==> src/verilog/prbs_test_macros.svh <==
`ifndef PRBS_TEST_MACROS_SVH
`define PRBS_TEST_MACROS_SVH

//////////////////////////////
// Lane counts
//////////////////////////////

// Transceiver lanes on the board
`define PRBS_NUM_LANES    8
// First lane shown on the front panel
`define PRBS_DISP_BASE    4
// Displayed lanes run from the base up to the last lane
`define PRBS_DISP_LANES   (`PRBS_NUM_LANES - `PRBS_DISP_BASE)

//////////////////////////////
// Timing
//////////////////////////////

// clk40 cycles per slow tick kept short for simulation
`define PRBS_SLOW_DIV     16
// Divider count width that holds PRBS_SLOW_DIV - 1
`define PRBS_DIV_W        4
// Boot tick counter width
`define PRBS_CNT_W        6
// Ticks spent after a reset is released
`define PRBS_RESET_WAIT   3
// Counter value that ends forced error injection
`define PRBS_INJECT_TICKS 31
// Boot state encoding width
`define PRBS_STATE_W      3

//////////////////////////////
// Front panel
//////////////////////////////

`define PRBS_LED_W        8
`define PRBS_LED_CODE_W   4
// Upper nibble code per boot state
`define PRBS_LED_RESET    4'd1
`define PRBS_LED_TX       4'd2
`define PRBS_LED_TX_DONE  4'd3
`define PRBS_LED_RX       4'd4
`define PRBS_LED_RX_DONE  4'd5
`define PRBS_LED_INJECT   4'd6
`define PRBS_LED_CLEAR    4'd7
`define PRBS_LED_CHECK    4'd10

`endif
==> src/verilog/prbs_test_pkg.sv <==
`include "prbs_test_macros.svh"

package prbs_test_pkg;

    // One bit per transceiver lane
    typedef logic [`PRBS_NUM_LANES-1:0] lane_vec_t;

    // One bit per front panel lane
    typedef logic [`PRBS_DISP_LANES-1:0] disp_vec_t;

    // Slow tick counter of the boot sequence
    typedef logic [`PRBS_CNT_W-1:0] tick_cnt_t;

    // LED upper nibble
    typedef logic [`PRBS_LED_CODE_W-1:0] led_code_t;

    // Link bring-up steps, in the order they are taken
    typedef enum logic [`PRBS_STATE_W-1:0] {
        BOOT_RESET,
        BOOT_EN_TX,
        BOOT_TX_DONE,
        BOOT_EN_RX,
        BOOT_RX_DONE,
        BOOT_INJECT,
        BOOT_INJECT_CLEAR,
        BOOT_CHECK
    } boot_state_t;

endpackage

==> src/verilog/prbs_link_test_top.sv <==
`timescale 1ns/1ps
`include "prbs_test_macros.svh"

module prbs_link_test_top import prbs_test_pkg::*; (
    input  logic                   clk40,
    input  logic                   PRBS_reset,
    // Reset done flags from the transceivers
    input  lane_vec_t              tx_reset_done_i,
    input  lane_vec_t              rx_reset_done_i,
    // PRBS error flags of the displayed lanes
    input  disp_vec_t              disp_prbs_error_i,
    // Front panel inject button
    input  logic                   inject_i,
    // Transceiver controls
    output lane_vec_t              full_tx_reset_o,
    output lane_vec_t              full_rx_reset_o,
    output logic                   prbs_count_reset_o,
    output logic                   prbs_error_inject_o,
    output logic [`PRBS_LED_W-1:0] led_fp_o
);

    logic        slow_tick;
    logic        blink;
    boot_state_t boot_state;
    logic        prbs_count_reset;

    // Slow tick enable and blink phase
    slow_tick_gen slow_tick_gen_i (
        .clk40       (clk40),
        .PRBS_reset  (PRBS_reset),
        .slow_tick_o (slow_tick),
        .blink_o     (blink)
    );

    // Link bring-up sequence
    link_boot_sequencer link_boot_sequencer_i (
        .clk40               (clk40),
        .PRBS_reset          (PRBS_reset),
        .slow_tick_i         (slow_tick),
        .tx_reset_done_i     (tx_reset_done_i),
        .rx_reset_done_i     (rx_reset_done_i),
        .inject_i            (inject_i),
        .boot_state_o        (boot_state),
        .full_tx_reset_o     (full_tx_reset_o),
        .full_rx_reset_o     (full_rx_reset_o),
        .prbs_count_reset_o  (prbs_count_reset),
        .prbs_error_inject_o (prbs_error_inject_o)
    );

    assign prbs_count_reset_o = prbs_count_reset;

    // Error latch and LED drive
    front_panel_led front_panel_led_i (
        .clk40              (clk40),
        .prbs_count_reset_i (prbs_count_reset),
        .boot_state_i       (boot_state),
        .blink_i            (blink),
        .disp_prbs_error_i  (disp_prbs_error_i),
        .led_fp_o           (led_fp_o)
    );

endmodule

==> src/verilog/front_panel_led.sv <==
`timescale 1ns/1ps
`include "prbs_test_macros.svh"

module front_panel_led import prbs_test_pkg::*; (
    input  logic                  clk40,
    input  logic                  prbs_count_reset_i,
    input  boot_state_t           boot_state_i,
    input  logic                  blink_i,
    input  disp_vec_t             disp_prbs_error_i,
    output logic [`PRBS_LED_W-1:0] led_fp_o
);

    // Sticky error flags of the displayed lanes
    disp_vec_t latch_q;
    disp_vec_t err_nibble;
    led_code_t led_code;
    // Lower nibble active in the PRBS phases
    logic      show_err;

    //////////////////////////////
    // Error latch
    //////////////////////////////

    // Cleared along with the transceiver error counters
    always_ff @(posedge clk40) begin
        if (prbs_count_reset_i) begin
            latch_q <= '0;
        end else begin
            latch_q <= latch_q | disp_prbs_error_i;
        end
    end

    //////////////////////////////
    // LED encoder
    //////////////////////////////

    always_comb begin
        led_code = `PRBS_LED_RESET;
        show_err = 1'b0;
        case (boot_state_i)
            BOOT_RESET:   led_code = `PRBS_LED_RESET;
            BOOT_EN_TX:   led_code = `PRBS_LED_TX;
            BOOT_TX_DONE: led_code = `PRBS_LED_TX_DONE;
            BOOT_EN_RX:   led_code = `PRBS_LED_RX;
            BOOT_RX_DONE: led_code = `PRBS_LED_RX_DONE;
            BOOT_INJECT: begin
                led_code = `PRBS_LED_INJECT;
                show_err = 1'b1;
            end
            BOOT_INJECT_CLEAR: begin
                led_code = `PRBS_LED_CLEAR;
                show_err = 1'b1;
            end
            BOOT_CHECK: begin
                led_code = `PRBS_LED_CHECK;
                show_err = 1'b1;
            end
            default:      led_code = `PRBS_LED_RESET;
        endcase
    end

    // Latched lane errors stay lit, clean lanes blink
    assign err_nibble = show_err ? (latch_q | {`PRBS_DISP_LANES{blink_i}}) : '0;

    assign led_fp_o = {led_code, err_nibble};

endmodule

==> src/verilog/link_boot_sequencer.sv <==
`timescale 1ns/1ps
`include "prbs_test_macros.svh"

module link_boot_sequencer import prbs_test_pkg::*; (
    input  logic        clk40,
    input  logic        PRBS_reset,
    input  logic        slow_tick_i,
    input  lane_vec_t   tx_reset_done_i,
    input  lane_vec_t   rx_reset_done_i,
    input  logic        inject_i,
    output boot_state_t boot_state_o,
    output lane_vec_t   full_tx_reset_o,
    output lane_vec_t   full_rx_reset_o,
    output logic        prbs_count_reset_o,
    output logic        prbs_error_inject_o
);

    boot_state_t state_q;
    boot_state_t state_next;
    tick_cnt_t   cnt_q;
    // Counter restarts on the next tick
    logic        cnt_clear;
    logic        tx_all_done;
    logic        rx_all_done;

    assign tx_all_done = &tx_reset_done_i;
    assign rx_all_done = &rx_reset_done_i;

    //////////////////////////////
    // State and tick counter
    //////////////////////////////

    // Both move only on slow ticks
    always_ff @(posedge clk40) begin
        if (PRBS_reset) begin
            state_q <= BOOT_RESET;
            cnt_q   <= '0;
        end else if (slow_tick_i) begin
            state_q <= state_next;
            if (cnt_clear) begin
                cnt_q <= '0;
            end else begin
                cnt_q <= cnt_q + 1'b1;
            end
        end
    end

    // Wait states start counting from zero
    always_comb begin
        case (state_q)
            BOOT_RESET,
            BOOT_TX_DONE,
            BOOT_RX_DONE: cnt_clear = 1'b1;
            default:      cnt_clear = 1'b0;
        endcase
    end

    //////////////////////////////
    // Next state
    //////////////////////////////

    always_comb begin
        // Hold by default
        state_next = state_q;
        case (state_q)
            BOOT_RESET: begin
                state_next = BOOT_EN_TX;
            end
            BOOT_EN_TX: begin
                // Give the transmitters time after release
                if (cnt_q >= tick_cnt_t'(`PRBS_RESET_WAIT)) begin
                    state_next = BOOT_TX_DONE;
                end
            end
            BOOT_TX_DONE: begin
                if (tx_all_done) begin
                    state_next = BOOT_EN_RX;
                end
            end
            BOOT_EN_RX: begin
                if (cnt_q >= tick_cnt_t'(`PRBS_RESET_WAIT)) begin
                    state_next = BOOT_RX_DONE;
                end
            end
            BOOT_RX_DONE: begin
                if (rx_all_done) begin
                    state_next = BOOT_INJECT;
                end
            end
            BOOT_INJECT: begin
                // End of the forced error window
                if (cnt_q == tick_cnt_t'(`PRBS_INJECT_TICKS)) begin
                    state_next = BOOT_INJECT_CLEAR;
                end
            end
            BOOT_INJECT_CLEAR: begin
                state_next = BOOT_CHECK;
            end
            BOOT_CHECK: begin
                state_next = BOOT_CHECK;
            end
            default: begin
                state_next = BOOT_RESET;
            end
        endcase
    end

    //////////////////////////////
    // Transceiver controls
    //////////////////////////////

    always_comb begin
        // Everything held, no injection
        full_tx_reset_o     = '1;
        full_rx_reset_o     = '1;
        prbs_count_reset_o  = 1'b1;
        prbs_error_inject_o = 1'b0;
        case (state_q)
            BOOT_EN_TX,
            BOOT_TX_DONE: begin
                full_tx_reset_o = '0;
            end
            BOOT_EN_RX: begin
                full_tx_reset_o = '0;
                full_rx_reset_o = '0;
            end
            BOOT_RX_DONE,
            BOOT_INJECT: begin
                // Error counters run while errors are forced
                full_tx_reset_o     = '0;
                full_rx_reset_o     = '0;
                prbs_count_reset_o  = 1'b0;
                prbs_error_inject_o = 1'b1;
            end
            BOOT_INJECT_CLEAR: begin
                // Counters cleared, links stay up
                full_tx_reset_o = '0;
                full_rx_reset_o = '0;
            end
            BOOT_CHECK: begin
                full_tx_reset_o     = '0;
                full_rx_reset_o     = '0;
                prbs_count_reset_o  = 1'b0;
                // Button driven error injection
                prbs_error_inject_o = inject_i;
            end
            default: begin
                full_tx_reset_o = '1;
            end
        endcase
    end

    assign boot_state_o = state_q;

    // Receivers come up only behind the transmitters
    a_rx_after_tx: assert property (@(posedge clk40) disable iff (PRBS_reset)
        (|full_tx_reset_o) |-> (&full_rx_reset_o));

    // No forced errors into counters held in reset
    a_inject_counting: assert property (@(posedge clk40) disable iff (PRBS_reset)
        prbs_error_inject_o |-> !prbs_count_reset_o);

endmodule

==> src/verilog/slow_tick_gen.sv <==
`timescale 1ns/1ps
`include "prbs_test_macros.svh"

module slow_tick_gen (
    input  logic clk40,
    input  logic PRBS_reset,
    output logic slow_tick_o,
    output logic blink_o
);

    // Free running divider count
    logic [`PRBS_DIV_W-1:0] div_cnt_q;
    // Registered terminal count
    logic                   tick_q;
    logic                   blink_q;
    logic                   div_wrap;

    // Last count of the divider period
    assign div_wrap = (div_cnt_q == `PRBS_DIV_W'(`PRBS_SLOW_DIV - 1));

    //////////////////////////////
    // Divider
    //////////////////////////////

    always_ff @(posedge clk40) begin
        if (PRBS_reset) begin
            div_cnt_q <= '0;
            tick_q    <= 1'b0;
        end else begin
            // Wrap back to zero at the end of the period
            if (div_wrap) begin
                div_cnt_q <= '0;
            end else begin
                div_cnt_q <= div_cnt_q + 1'b1;
            end
            // One cycle pulse a full period after reset drops
            tick_q <= div_wrap;
        end
    end

    // Front panel blink phase flips once per tick
    always_ff @(posedge clk40) begin
        if (PRBS_reset) begin
            blink_q <= 1'b0;
        end else if (tick_q) begin
            blink_q <= ~blink_q;
        end
    end

    assign slow_tick_o = tick_q;
    assign blink_o     = blink_q;

    // Tick is a single cycle enable
    a_tick_single: assert property (@(posedge clk40) disable iff (PRBS_reset)
        tick_q |=> !tick_q);

endmodule

==> config.mk <==
export PLATFORM = sky130hd
export DESIGN_NAME = prbs_link_test_top
export DESIGN_NICKNAME = d
export VERILOG_FILES = /design/src/verilog/prbs_test_pkg.sv /design/src/verilog/prbs_link_test_top.sv /design/src/verilog/front_panel_led.sv /design/src/verilog/link_boot_sequencer.sv /design/src/verilog/slow_tick_gen.sv
export VERILOG_INCLUDE_DIRS = /design/src /design/src/verilog
export SDC_FILE = /design/constraint.sdc
export NUM_CORES = 1
export LEC_CHECK = 0
export ABC_AREA = 1
export BUFFER_PORTS_ARGS = -buffer_cell sky130_fd_sc_hd__buf_2
export CORE_MARGIN = 2
export CORE_UTILIZATION = 47
export CTS_BUF_LIST = sky130_fd_sc_hd__clkbuf_2
export DETAILED_ROUTE_END_ITERATION = 10
export GPL_ROUTABILITY_DRIVEN = 0
export HOLD_SLACK_MARGIN = 0.03
export PLACE_DENSITY = 0.77
export SYNTH_ARGS = -nofsm -noshare
export SYNTH_HDL_FRONTEND = slang
export SYNTH_HIERARCHICAL = 1
export SYNTH_SLANG_ARGS = --single-unit
export TNS_END_PERCENT = 20
==> constraint.sdc <==
create_clock -name clk40 -period 2.4 [get_ports clk40]
set_clock_uncertainty 0.1 [all_clocks]
set_input_delay 0.12 -clock clk40 [delete_from_list [all_inputs] [get_ports clk40]]
set_output_delay 0.12 -clock clk40 [all_outputs]
set_load 0.05 [all_outputs]
Word level (Yosys, flattened, before mapping):

Cells that the tools add are included.
Widths: inputs -> output; s select.

* shift operators: 0
* multiply operators: 0
* reductions and logical operators: 12
* add/subtract/negate cells: 2
* divide/modulo/power cells: 0
* muxes and demuxes: 15
* equal/unequal tests: 14
* bitwise logic cells: 3
* order comparisons: 1

Operator list (number)
* $pmux 4 s8: 1
* $pmux 3 s7: 1
* $mux 8: 2
* $reduce_and 8->1: 2
* $mux 3: 5
* $eq 3x3->1 const B: 4
* $ne 2x2->1 const B: 5
* $reduce_or 3->1: 3
* $or 4x4->4: 2
* $reduce_or 7->1: 1
* $add 6x1->6 const B: 1
* $eq 3x2->1 const B: 2
* $eq 6x5->1 const B: 1
* $ge 6x2->1 const B: 1
* $mux 6: 1
* $reduce_and 6->1: 1
* $reduce_or 2->1: 3
* $reduce_or 5->1: 1
* $add 4x1->4 const B: 1
* $eq 4x4->1 const B: 1
* $mux 4: 1
* $eq 3x1->1 const B: 1
* $logic_not 3->1: 1
* $mux 1: 3
* 2 further kinds: 2

* ROM bits: 0
* output and inout bits: 26
* memories kept: 0
* bits in latches: 0
* flip-flop bits (word level): 19
* bits in writable memories: 0

Logic depth before layout (Yosys ltp):

Gate-level depths: netlist (run 1).

* word-level depth: 4
* gate-level depth with buffers: 10

Hierarchy:

The synthesis (run 1) kept the hierarchy.

Modules (own cells, without submodules)
* link_boot_sequencer: times used 1, area each 725.7 sq um, cells an instance 118
* slow_tick_gen: times used 1, area each 209.0 sq um, cells an instance 23
* front_panel_led: times used 1, area each 191.4 sq um, cells an instance 32

Least setup slack after synthesis (run 1):

No wires, ideal clock.

* kind: register -> output
* from: register link_boot_sequencer_i.state_q[1] (netlist: link_boot_sequencer_i/boot_state_o[1])
* to: output port prbs_error_inject_o
* arrival: 2548 ps
* stages on the path, launching flop included: 4
* path slack: -368 ps
* data required time: 2180 ps
* cell sequence: dfxtp_1 -> inv_1 -> o21ai_0 -> nor2_1

* cells in the longest elaborated chain, start to end: 3
* elaborated cells between the ends (all ways): 5
* classes of those cells: eq/ne (3); mux (1); reduce/logical (1)

RTL lines
* start, declared: line link_boot_sequencer.sv:18 `boot_state_t state_q;`
* start signal, assigned: line link_boot_sequencer.sv:39 `state_q <= state_next;`
* $eq 3x3->1: line link_boot_sequencer.sv:118 `case (state_q)`
* $reduce_or 2->1: line link_boot_sequencer.sv:118
* $pmux 1 s2 *: line link_boot_sequencer.sv:118
* end, declared: line prbs_link_test_top.sv:18 `output logic prbs_error_inject_o,`

Every way passes the cells marked *; elsewhere a longest branch is shown, timed or not.

Worst setup path after layout (run 1):

* from: register link_boot_sequencer_i.state_q[1] (netlist: link_boot_sequencer_i/boot_state_o[1])
* to: output port prbs_count_reset_o

* cells in the longest elaborated chain, start to end: 3
* elaborated cells between the ends (all ways): 5
* classes of those cells: eq/ne (3); mux (1); reduce/logical (1)

RTL lines
* $eq 3x3->1: line link_boot_sequencer.sv:118
* $reduce_or 3->1 (no line) *
* $mux 1 *: line link_boot_sequencer.sv:118
* end, declared: line prbs_link_test_top.sv:17 `output logic prbs_count_reset_o,`

Marked as above.

==> summary.md, run 1 <==
| Metric | Value |
|---|---|
| Yosys Warn Count | `6` |
| Worst-path clk slew | `180 ps` |
| Final setup viols | `0` |
| CP startpoint kind | `flop` |
| DRC Markers | `0` |
| Num rows | `17` |
| Final net count | `241` |
| Num ports | `49` |
| IO buf count | `48` |
| Num Clock Sinks | `19` |
| Clk Latency, worst-skew pair | `320 ps` |
| Vias/cell | `4.77` |
| CTS H-Tree Depth | `1` |
| Required time worst endpoint | `2180 ps` |
| Fin Setup TNS | `0 ps` |
| Cells after DPL | `234` |
| Slew headroom | `68.3%` |
| Synth unique cells | `22` |
| Crit path DAT | `1730 ps` |
| Pre-CTS WS | `847 ps` |
| TritonCTS clock tree | `yes` |
| Ratio of cells with drive above 1 in the final layout | `27.9%` |
| Min-Delay Path Class | `in -> reg` |
| FF-to-FF Start | `link_boot_sequencer_i/boot_state_o[2]` |
| Gr busiest metal | `met2` |
| First-pass GRT wire length | `3800 um` |
| Crit-path max FO | `9` |
| Max clock buf depth | `2` |
| Kind of cell adding the most delay to the critical path | `flip-flops` |
| Depth of the most critical reg-to-reg path | `4` |
| Number of global-route vias before repair | `990` |
| Hold path endpoint | `link_boot_sequencer_i/boot_state_o[2]` |
| Final period util | `81.2%` |
| Clock tree root buffer cell | `clkbuf_2` |
| Critical-path cell list | `inv_1 -> o21ai_1 -> buf_2` |
| Post-Syn Area per Cell | `6.51 sq um` |
| First drt pass iteration count | `4` |
| Sequential element share of the synthesized area | `33.8%` |
| RSZ-0062 raised after global routing | `false` |
| Mapped Nets | `198` |
| Max-Cap Viols | `0` |
| Fin. Hold Viols | `0` |
| Final cell count without fillers | `243` |
| Antenna violations before repair | `0` |
| Status | `finished clean` |
| Avg WL per Cell | `9.70 um` |
| Post-CTS sizing | `0` |
| Hold Path Depth | `9` |
| Worst-Margin Slew | `473 ps` |
| CP Class | `reg -> out` |
| Tmin final | `1950 ps` |
| Met1 Usage GRT | `19.6%` |
| M3 GR Usage | `2.54%` |
| Post-CTS setup buffers | `0` |
| Grt met2 use | `34.2%` |
| F_max | `513 MHz` |
| Total power | `502 uW` |
| Chip width | `53.0 um` |
| DR iter-0 viols | `21` |
| Worst vdd ir | `0.402 mV` |
| Antenna viol nets, final | `0` |
| Static Leak | `0.000632 uW` |
| Reg2Reg Setup Slack | `800 ps` |
| Worst Slack Setup Final | `452 ps` |
| Post-DP HPWL | `1760 um` |
| Diode count | `0` |
| Crit. End Element | `output port` |
| Crit path largest cell delay | `520 ps` |
| Die Y | `53.0 um` |
| Power per cell area | `369 mW/mm^2` |
| Initial Utilization | `50.4%` |
| TritonCTS Buffers | `3` |
| Largest net degree at the start of global routing | `14` |
| Crit-path slowest cell | `dfxtp_1` |
| Vias | `1159` |
| Reg2reg end | `link_boot_sequencer_i/cnt_q[0]` |
| Mapped cell area | `0.00113 sq mm` |
| Core box area | `0.00223 sq mm` |
| DRT Wirelength | `2360 um` |
| All-Layer GR Usage | `18.2%` |
| CP Buf/Inv Count | `2` |
| Yosys reg bits | `19` |
| Hold Path Origin | `rx_reset_done_i[7]` |
| Mapped Cells | `173` |
| Die area | `0.00280 sq mm` |
| Area Growth Syn to Fin | `20.9%` |
| GR Overflow Total | `0` |
| Max-slew violations | `0` |
## sequential cells by signal, summed over array words and instances (netlist names)
register / count
slow_tick_gen_i/blink_o: 1
slow_tick_gen_i/slow_tick_o: 1
link_boot_sequencer_i/boot_state_o: 3
link_boot_sequencer_i/cnt_q: 6
slow_tick_gen_i/div_cnt_q: 4
front_panel_led_i/latch_q: 4
## cell usage in the layout (no fill, tap or decap), types with 4 or more instances in the layout
cell type / instances
nor2_1: 52
buf_2: 48
nand2_1: 31
dfxtp_1: 19
inv_1: 17
nand3_1: 7
dlygate4sd3_1: 5
nor3_1: 5
a21oi_1: 4
nand4_1: 4
## final cells by class
| class | count | area, sq um |
|---|---|---|
| fill | 212 | 872 |
| multi-input combinational | 122 | 572 |
| clock buffer | 3 | 15.0 |
| tap | 28 | 35.0 |
| inverter | 17 | 63.8 |
| timing repair buffer | 53 | 290 |
| sequential | 19 | 380 |
| clock inverter | 1 | 5.00 |
## how the worst max path moves through the flow
stage | cells after the start | start | slack (ps) | to
CTS | 3 | link_boot_sequencer_i/boot_state_o[2] | 450 | full_rx_reset_o[6]
detailed placement | 3 | link_boot_sequencer_i/boot_state_o[2] | 850 | full_rx_reset_o[6]
global placement | 3 | link_boot_sequencer_i/boot_state_o[2] | 910 | full_rx_reset_o[7]
global route | 3 | link_boot_sequencer_i/boot_state_o[2] | 260 | full_rx_reset_o[7]
finish | 3 | link_boot_sequencer_i/boot_state_o[1] | 450 | prbs_count_reset_o
floorplan | 3 | link_boot_sequencer_i/boot_state_o[1] | 230 | prbs_error_inject_o
## where the power goes
group	switching, uW	internal [uW]
logic	16.5	25.3
registers	3.86	320
clock network	98.9	37.7
## Yosys cell counts
master	n	share of area (%)
xnor2_1	2	1.6
nand3_2	2	1.8
buf_4	14	9.3
inv_1	17	5.7
nor2_2	1	0.56
nor2_4	1	1.0
dfxtp_1	19	34
nand4_1	4	2.2
nand2_2	2	1.1
o21ai_2	1	0.78
nor3b_2	1	1.1
a21oi_1	4	1.8
o21ai_1	2	0.89
nand3_1	7	3.1
nor2_1	52	17
o21ai_0	3	1.3
buf_2	1	0.44
nand2_1	31	10
nor3b_1	1	0.67
nor3_1	5	2.2
xor2_1	1	0.78
ha_1	2	2.2
## worst reg2reg max path: cells and delay by family (launching register included)
| kind | cells | cell delay (ps) |
|---|---|---|
| AO/OA/AOI/OAI | 2 | 440 |
| buffers and inverters | 1 | 170 |
| AND/OR/NAND/NOR | 1 | 220 |
| flip-flops | 1 | 600 |
## kinds of logic after synthesis
family,after synthesis,share of synthesized area [%]
simple gates,107,41.4
buf+inv,32,15.4
xor+xnor,3,2.33
flops,19,33.8
compound gates,10,4.78
fa+ha+maj,2,2.22
## through the flow
step           util [%]  hold WS, ps  area [sq um]
2_1_floorplan         -         92.4          1130
3_3_place_gp       57.8          234          1290
3_5_place_dp       57.8          237          1290
4_1_cts            61.0          232          1360
5_1_grt            61.0          292          1360
6_report           61.0          237          1360
## layer usage
| layer | share of wire [%] | wire length, um |
|---|---|---|
| met1 | 41 | 974 |
| met2 | 50 | 1190 |
| met3 | 6.7 | 157 |
| met4 | 1.4 | 34 |
| met5 | 0 | 0 |
## what timing repair did
item | CTS | global route
hold endpoints to repair | 8 | 0
hold buffers | 5 | 0
setup endpoints to repair | 0 | 0
No activity file was read; power rests on OpenSTA's default activity.
==> run 2, diff against run 1 <==
Settings changed: CORE_UTILIZATION 47 to 44, PLACE_DENSITY 0.77 to 0.76.
Clock period 2.4 ns to 1.75 ns, I/O delays scaled along.
==> summary.md, run 2 (synthesis results as in run 1) <==
| Metric | Value |
|---|---|
| Min-Delay Path Class | `in -> reg` |
| Die Y | `54.6 um` |
| Slew headroom | `71.3%` |
| Switch Pwr | `150 uW` |
| Post-DP HPWL | `1730 um` |
| Final setup viols | `0` |
| Combinational share of power | `8.4%` |
| Num ports | `49` |
| Area Growth Syn to Fin | `25.2%` |
| Worst-Margin Slew | `428 ps` |
| Most common cell after layout, fill and taps aside | `nor2_1` |
| Number of global-route vias before repair | `837` |
| Largest regs | `link_boot_sequencer_i/cnt_q (6), front_panel_led_i/latch_q (4), slow_tick_gen_i/div_cnt_q (4)` |
| Reg with most FFs | `link_boot_sequencer_i/cnt_q` |
| Final hold slack | `241 ps` |
| Max-Cap Viols | `0` |
| Status | `finished clean` |
| Die area | `0.00298 sq mm` |
| Reg power frac | `65.0%` |
| Ratio of cells with drive above 1 in the final layout | `30.6%` |
| Pint | `534 uW` |
| Crit path largest cell delay | `480 ps` |
| Core box area | `0.00245 sq mm` |
| Avg WL per Cell | `8.96 um` |
| Clk Latency, worst-skew pair | `290 ps` |
| GR Overflow Total | `0` |
| DR iter-0 viols | `21` |
| Vias | `1143` |
| Worst Slack Setup Final | `100 ps` |
| Post-CTS setup buffers | `0` |
| Critical-path cell list | `buf_4 -> o21ai_2 -> nor2_1 -> buf_2` |
| Tmin final | `1650 ps` |
| TritonCTS Buffers | `3` |
| Num rows | `18` |
| Final net count | `242` |
| Worst-path clk slew | `160 ps` |
| Power per cell area | `485 mW/mm^2` |
| Antenna violations before repair | `0` |
| Fin Setup TNS | `0 ps` |
| Final period util | `94.3%` |
| DRT Wirelength | `2210 um` |
| First drt pass iteration count | `4` |
| Crit-path slowest cell | `dfxtp_1` |
| Chip width | `54.6 um` |
| TritonCTS clock tree | `yes` |
| Static Leak | `0.000661 uW` |
| Num Clock Sinks | `19` |
| Largest net degree at the start of global routing | `12` |
| Max clock buf depth | `2` |
| CTS H-Tree Depth | `1` |
| Number of flip-flops in the largest register | `6` |
| Initial Utilization | `45.9%` |
| First-pass GRT wire length | `3350 um` |
| Sw Share | `21.9%` |
| Fin. Hold Viols | `0` |
| Final Core Density | `57.4%` |
| IO buf count | `48` |
| Required time worst endpoint | `1560 ps` |
| Crit. End Element | `output port` |
| Vias/cell | `4.65` |
| All-Layer GR Usage | `15.4%` |
| Pre-CTS WS | `282 ps` |
| RSZ-0062 raised after global routing | `true` |
| Max-slew violations | `0` |
| Worst vdd ir | `0.484 mV` |
| Clk network pwr share | `26.5%` |
| CP startpoint kind | `flop` |
| Crit path DAT | `1460 ps` |
| # fillers | `250` |
| CP Class | `reg -> out` |
| Diode count | `0` |
| Clock tree root buffer cell | `clkbuf_2` |
| DRC Markers | `0` |
| Antenna viol nets, final | `0` |
| Crit-path max FO | `9` |
| Leading cell types in the layout, fill and taps excluded | `50 x nor2_1, 39 x buf_2, 31 x nand2_1` |
| F_max | `606 MHz` |
-- run 2: repair_timing --
item                                    CTS  global route
hold endpoints to repair                  9             0
resized for setup                         7             7
endpoints found under the setup margin   15            18
hold buffers                              5             0
-- run 2: cell type report --
type	count	area [sq um]	area share, %
sequential	19	383	27.2
multi-input combinational	122	586	41.5
clock buffer	4	20.0	1.42
timing repair buffer	54	320	22.7
inverter	17	63.8	4.53
tap	30	37.5	2.66
-- run 2: worst paths after layout --
kind,startpoint,depth (start not counted),endpoint,slack [ps]
max reg2reg,link_boot_sequencer_i/cnt_q[0],10,link_boot_sequencer_i/boot_state_o[0],290
min,rx_reset_done_i[7],9,link_boot_sequencer_i/boot_state_o[0],240
min reg2reg,front_panel_led_i/latch_q[1],2,front_panel_led_i/latch_q[1],380
max,link_boot_sequencer_i/boot_state_o[2],4,prbs_error_inject_o,100
-- run 2: critical path: cells and delay by family, from the launching register on --
kind | cells | cell delay [ps]
and+or+nand+nor | 1 | 100
buffers and inverters | 2 | 470
DFF | 1 | 480
AOI/OAI and AO/OA | 1 | 120
-- run 2: through the flow --
stage / std cells / power, uW / instance area (sq um)
after global placement: 237 / 501 / 1310
final: 246 / 683 / 1410
after floorplan: 173 / 473 / 1130
after CTS: 246 / 690 / 1390
after global routing: 246 / 725 / 1410
after detailed placement: 237 / 502 / 1310
-- run 2: routing by layer --
| layer | vias up | global-route usage [%] | routed length, um |
|---|---|---|---|
| met3 | 2 | 1.64 | 161 |
| met4 | 0 | 7.50 | 12 |
| met5 | - | 0 | 0 |
| li1 | 612 | - | - |
| met1 | 491 | 19.9 | 1010 |
| met2 | 38 | 25.2 | 1020 |
-- run 2: power groups by stage --
stage	clock [uW]	combinational (uW)	sequential, uW
finish	181	57.7	444
global route	214	65.5	445
CTS	187	57.9	444
detailed placement	0	48.8	454
global placement	0	48.2	453
floorplan	0	20.9	452
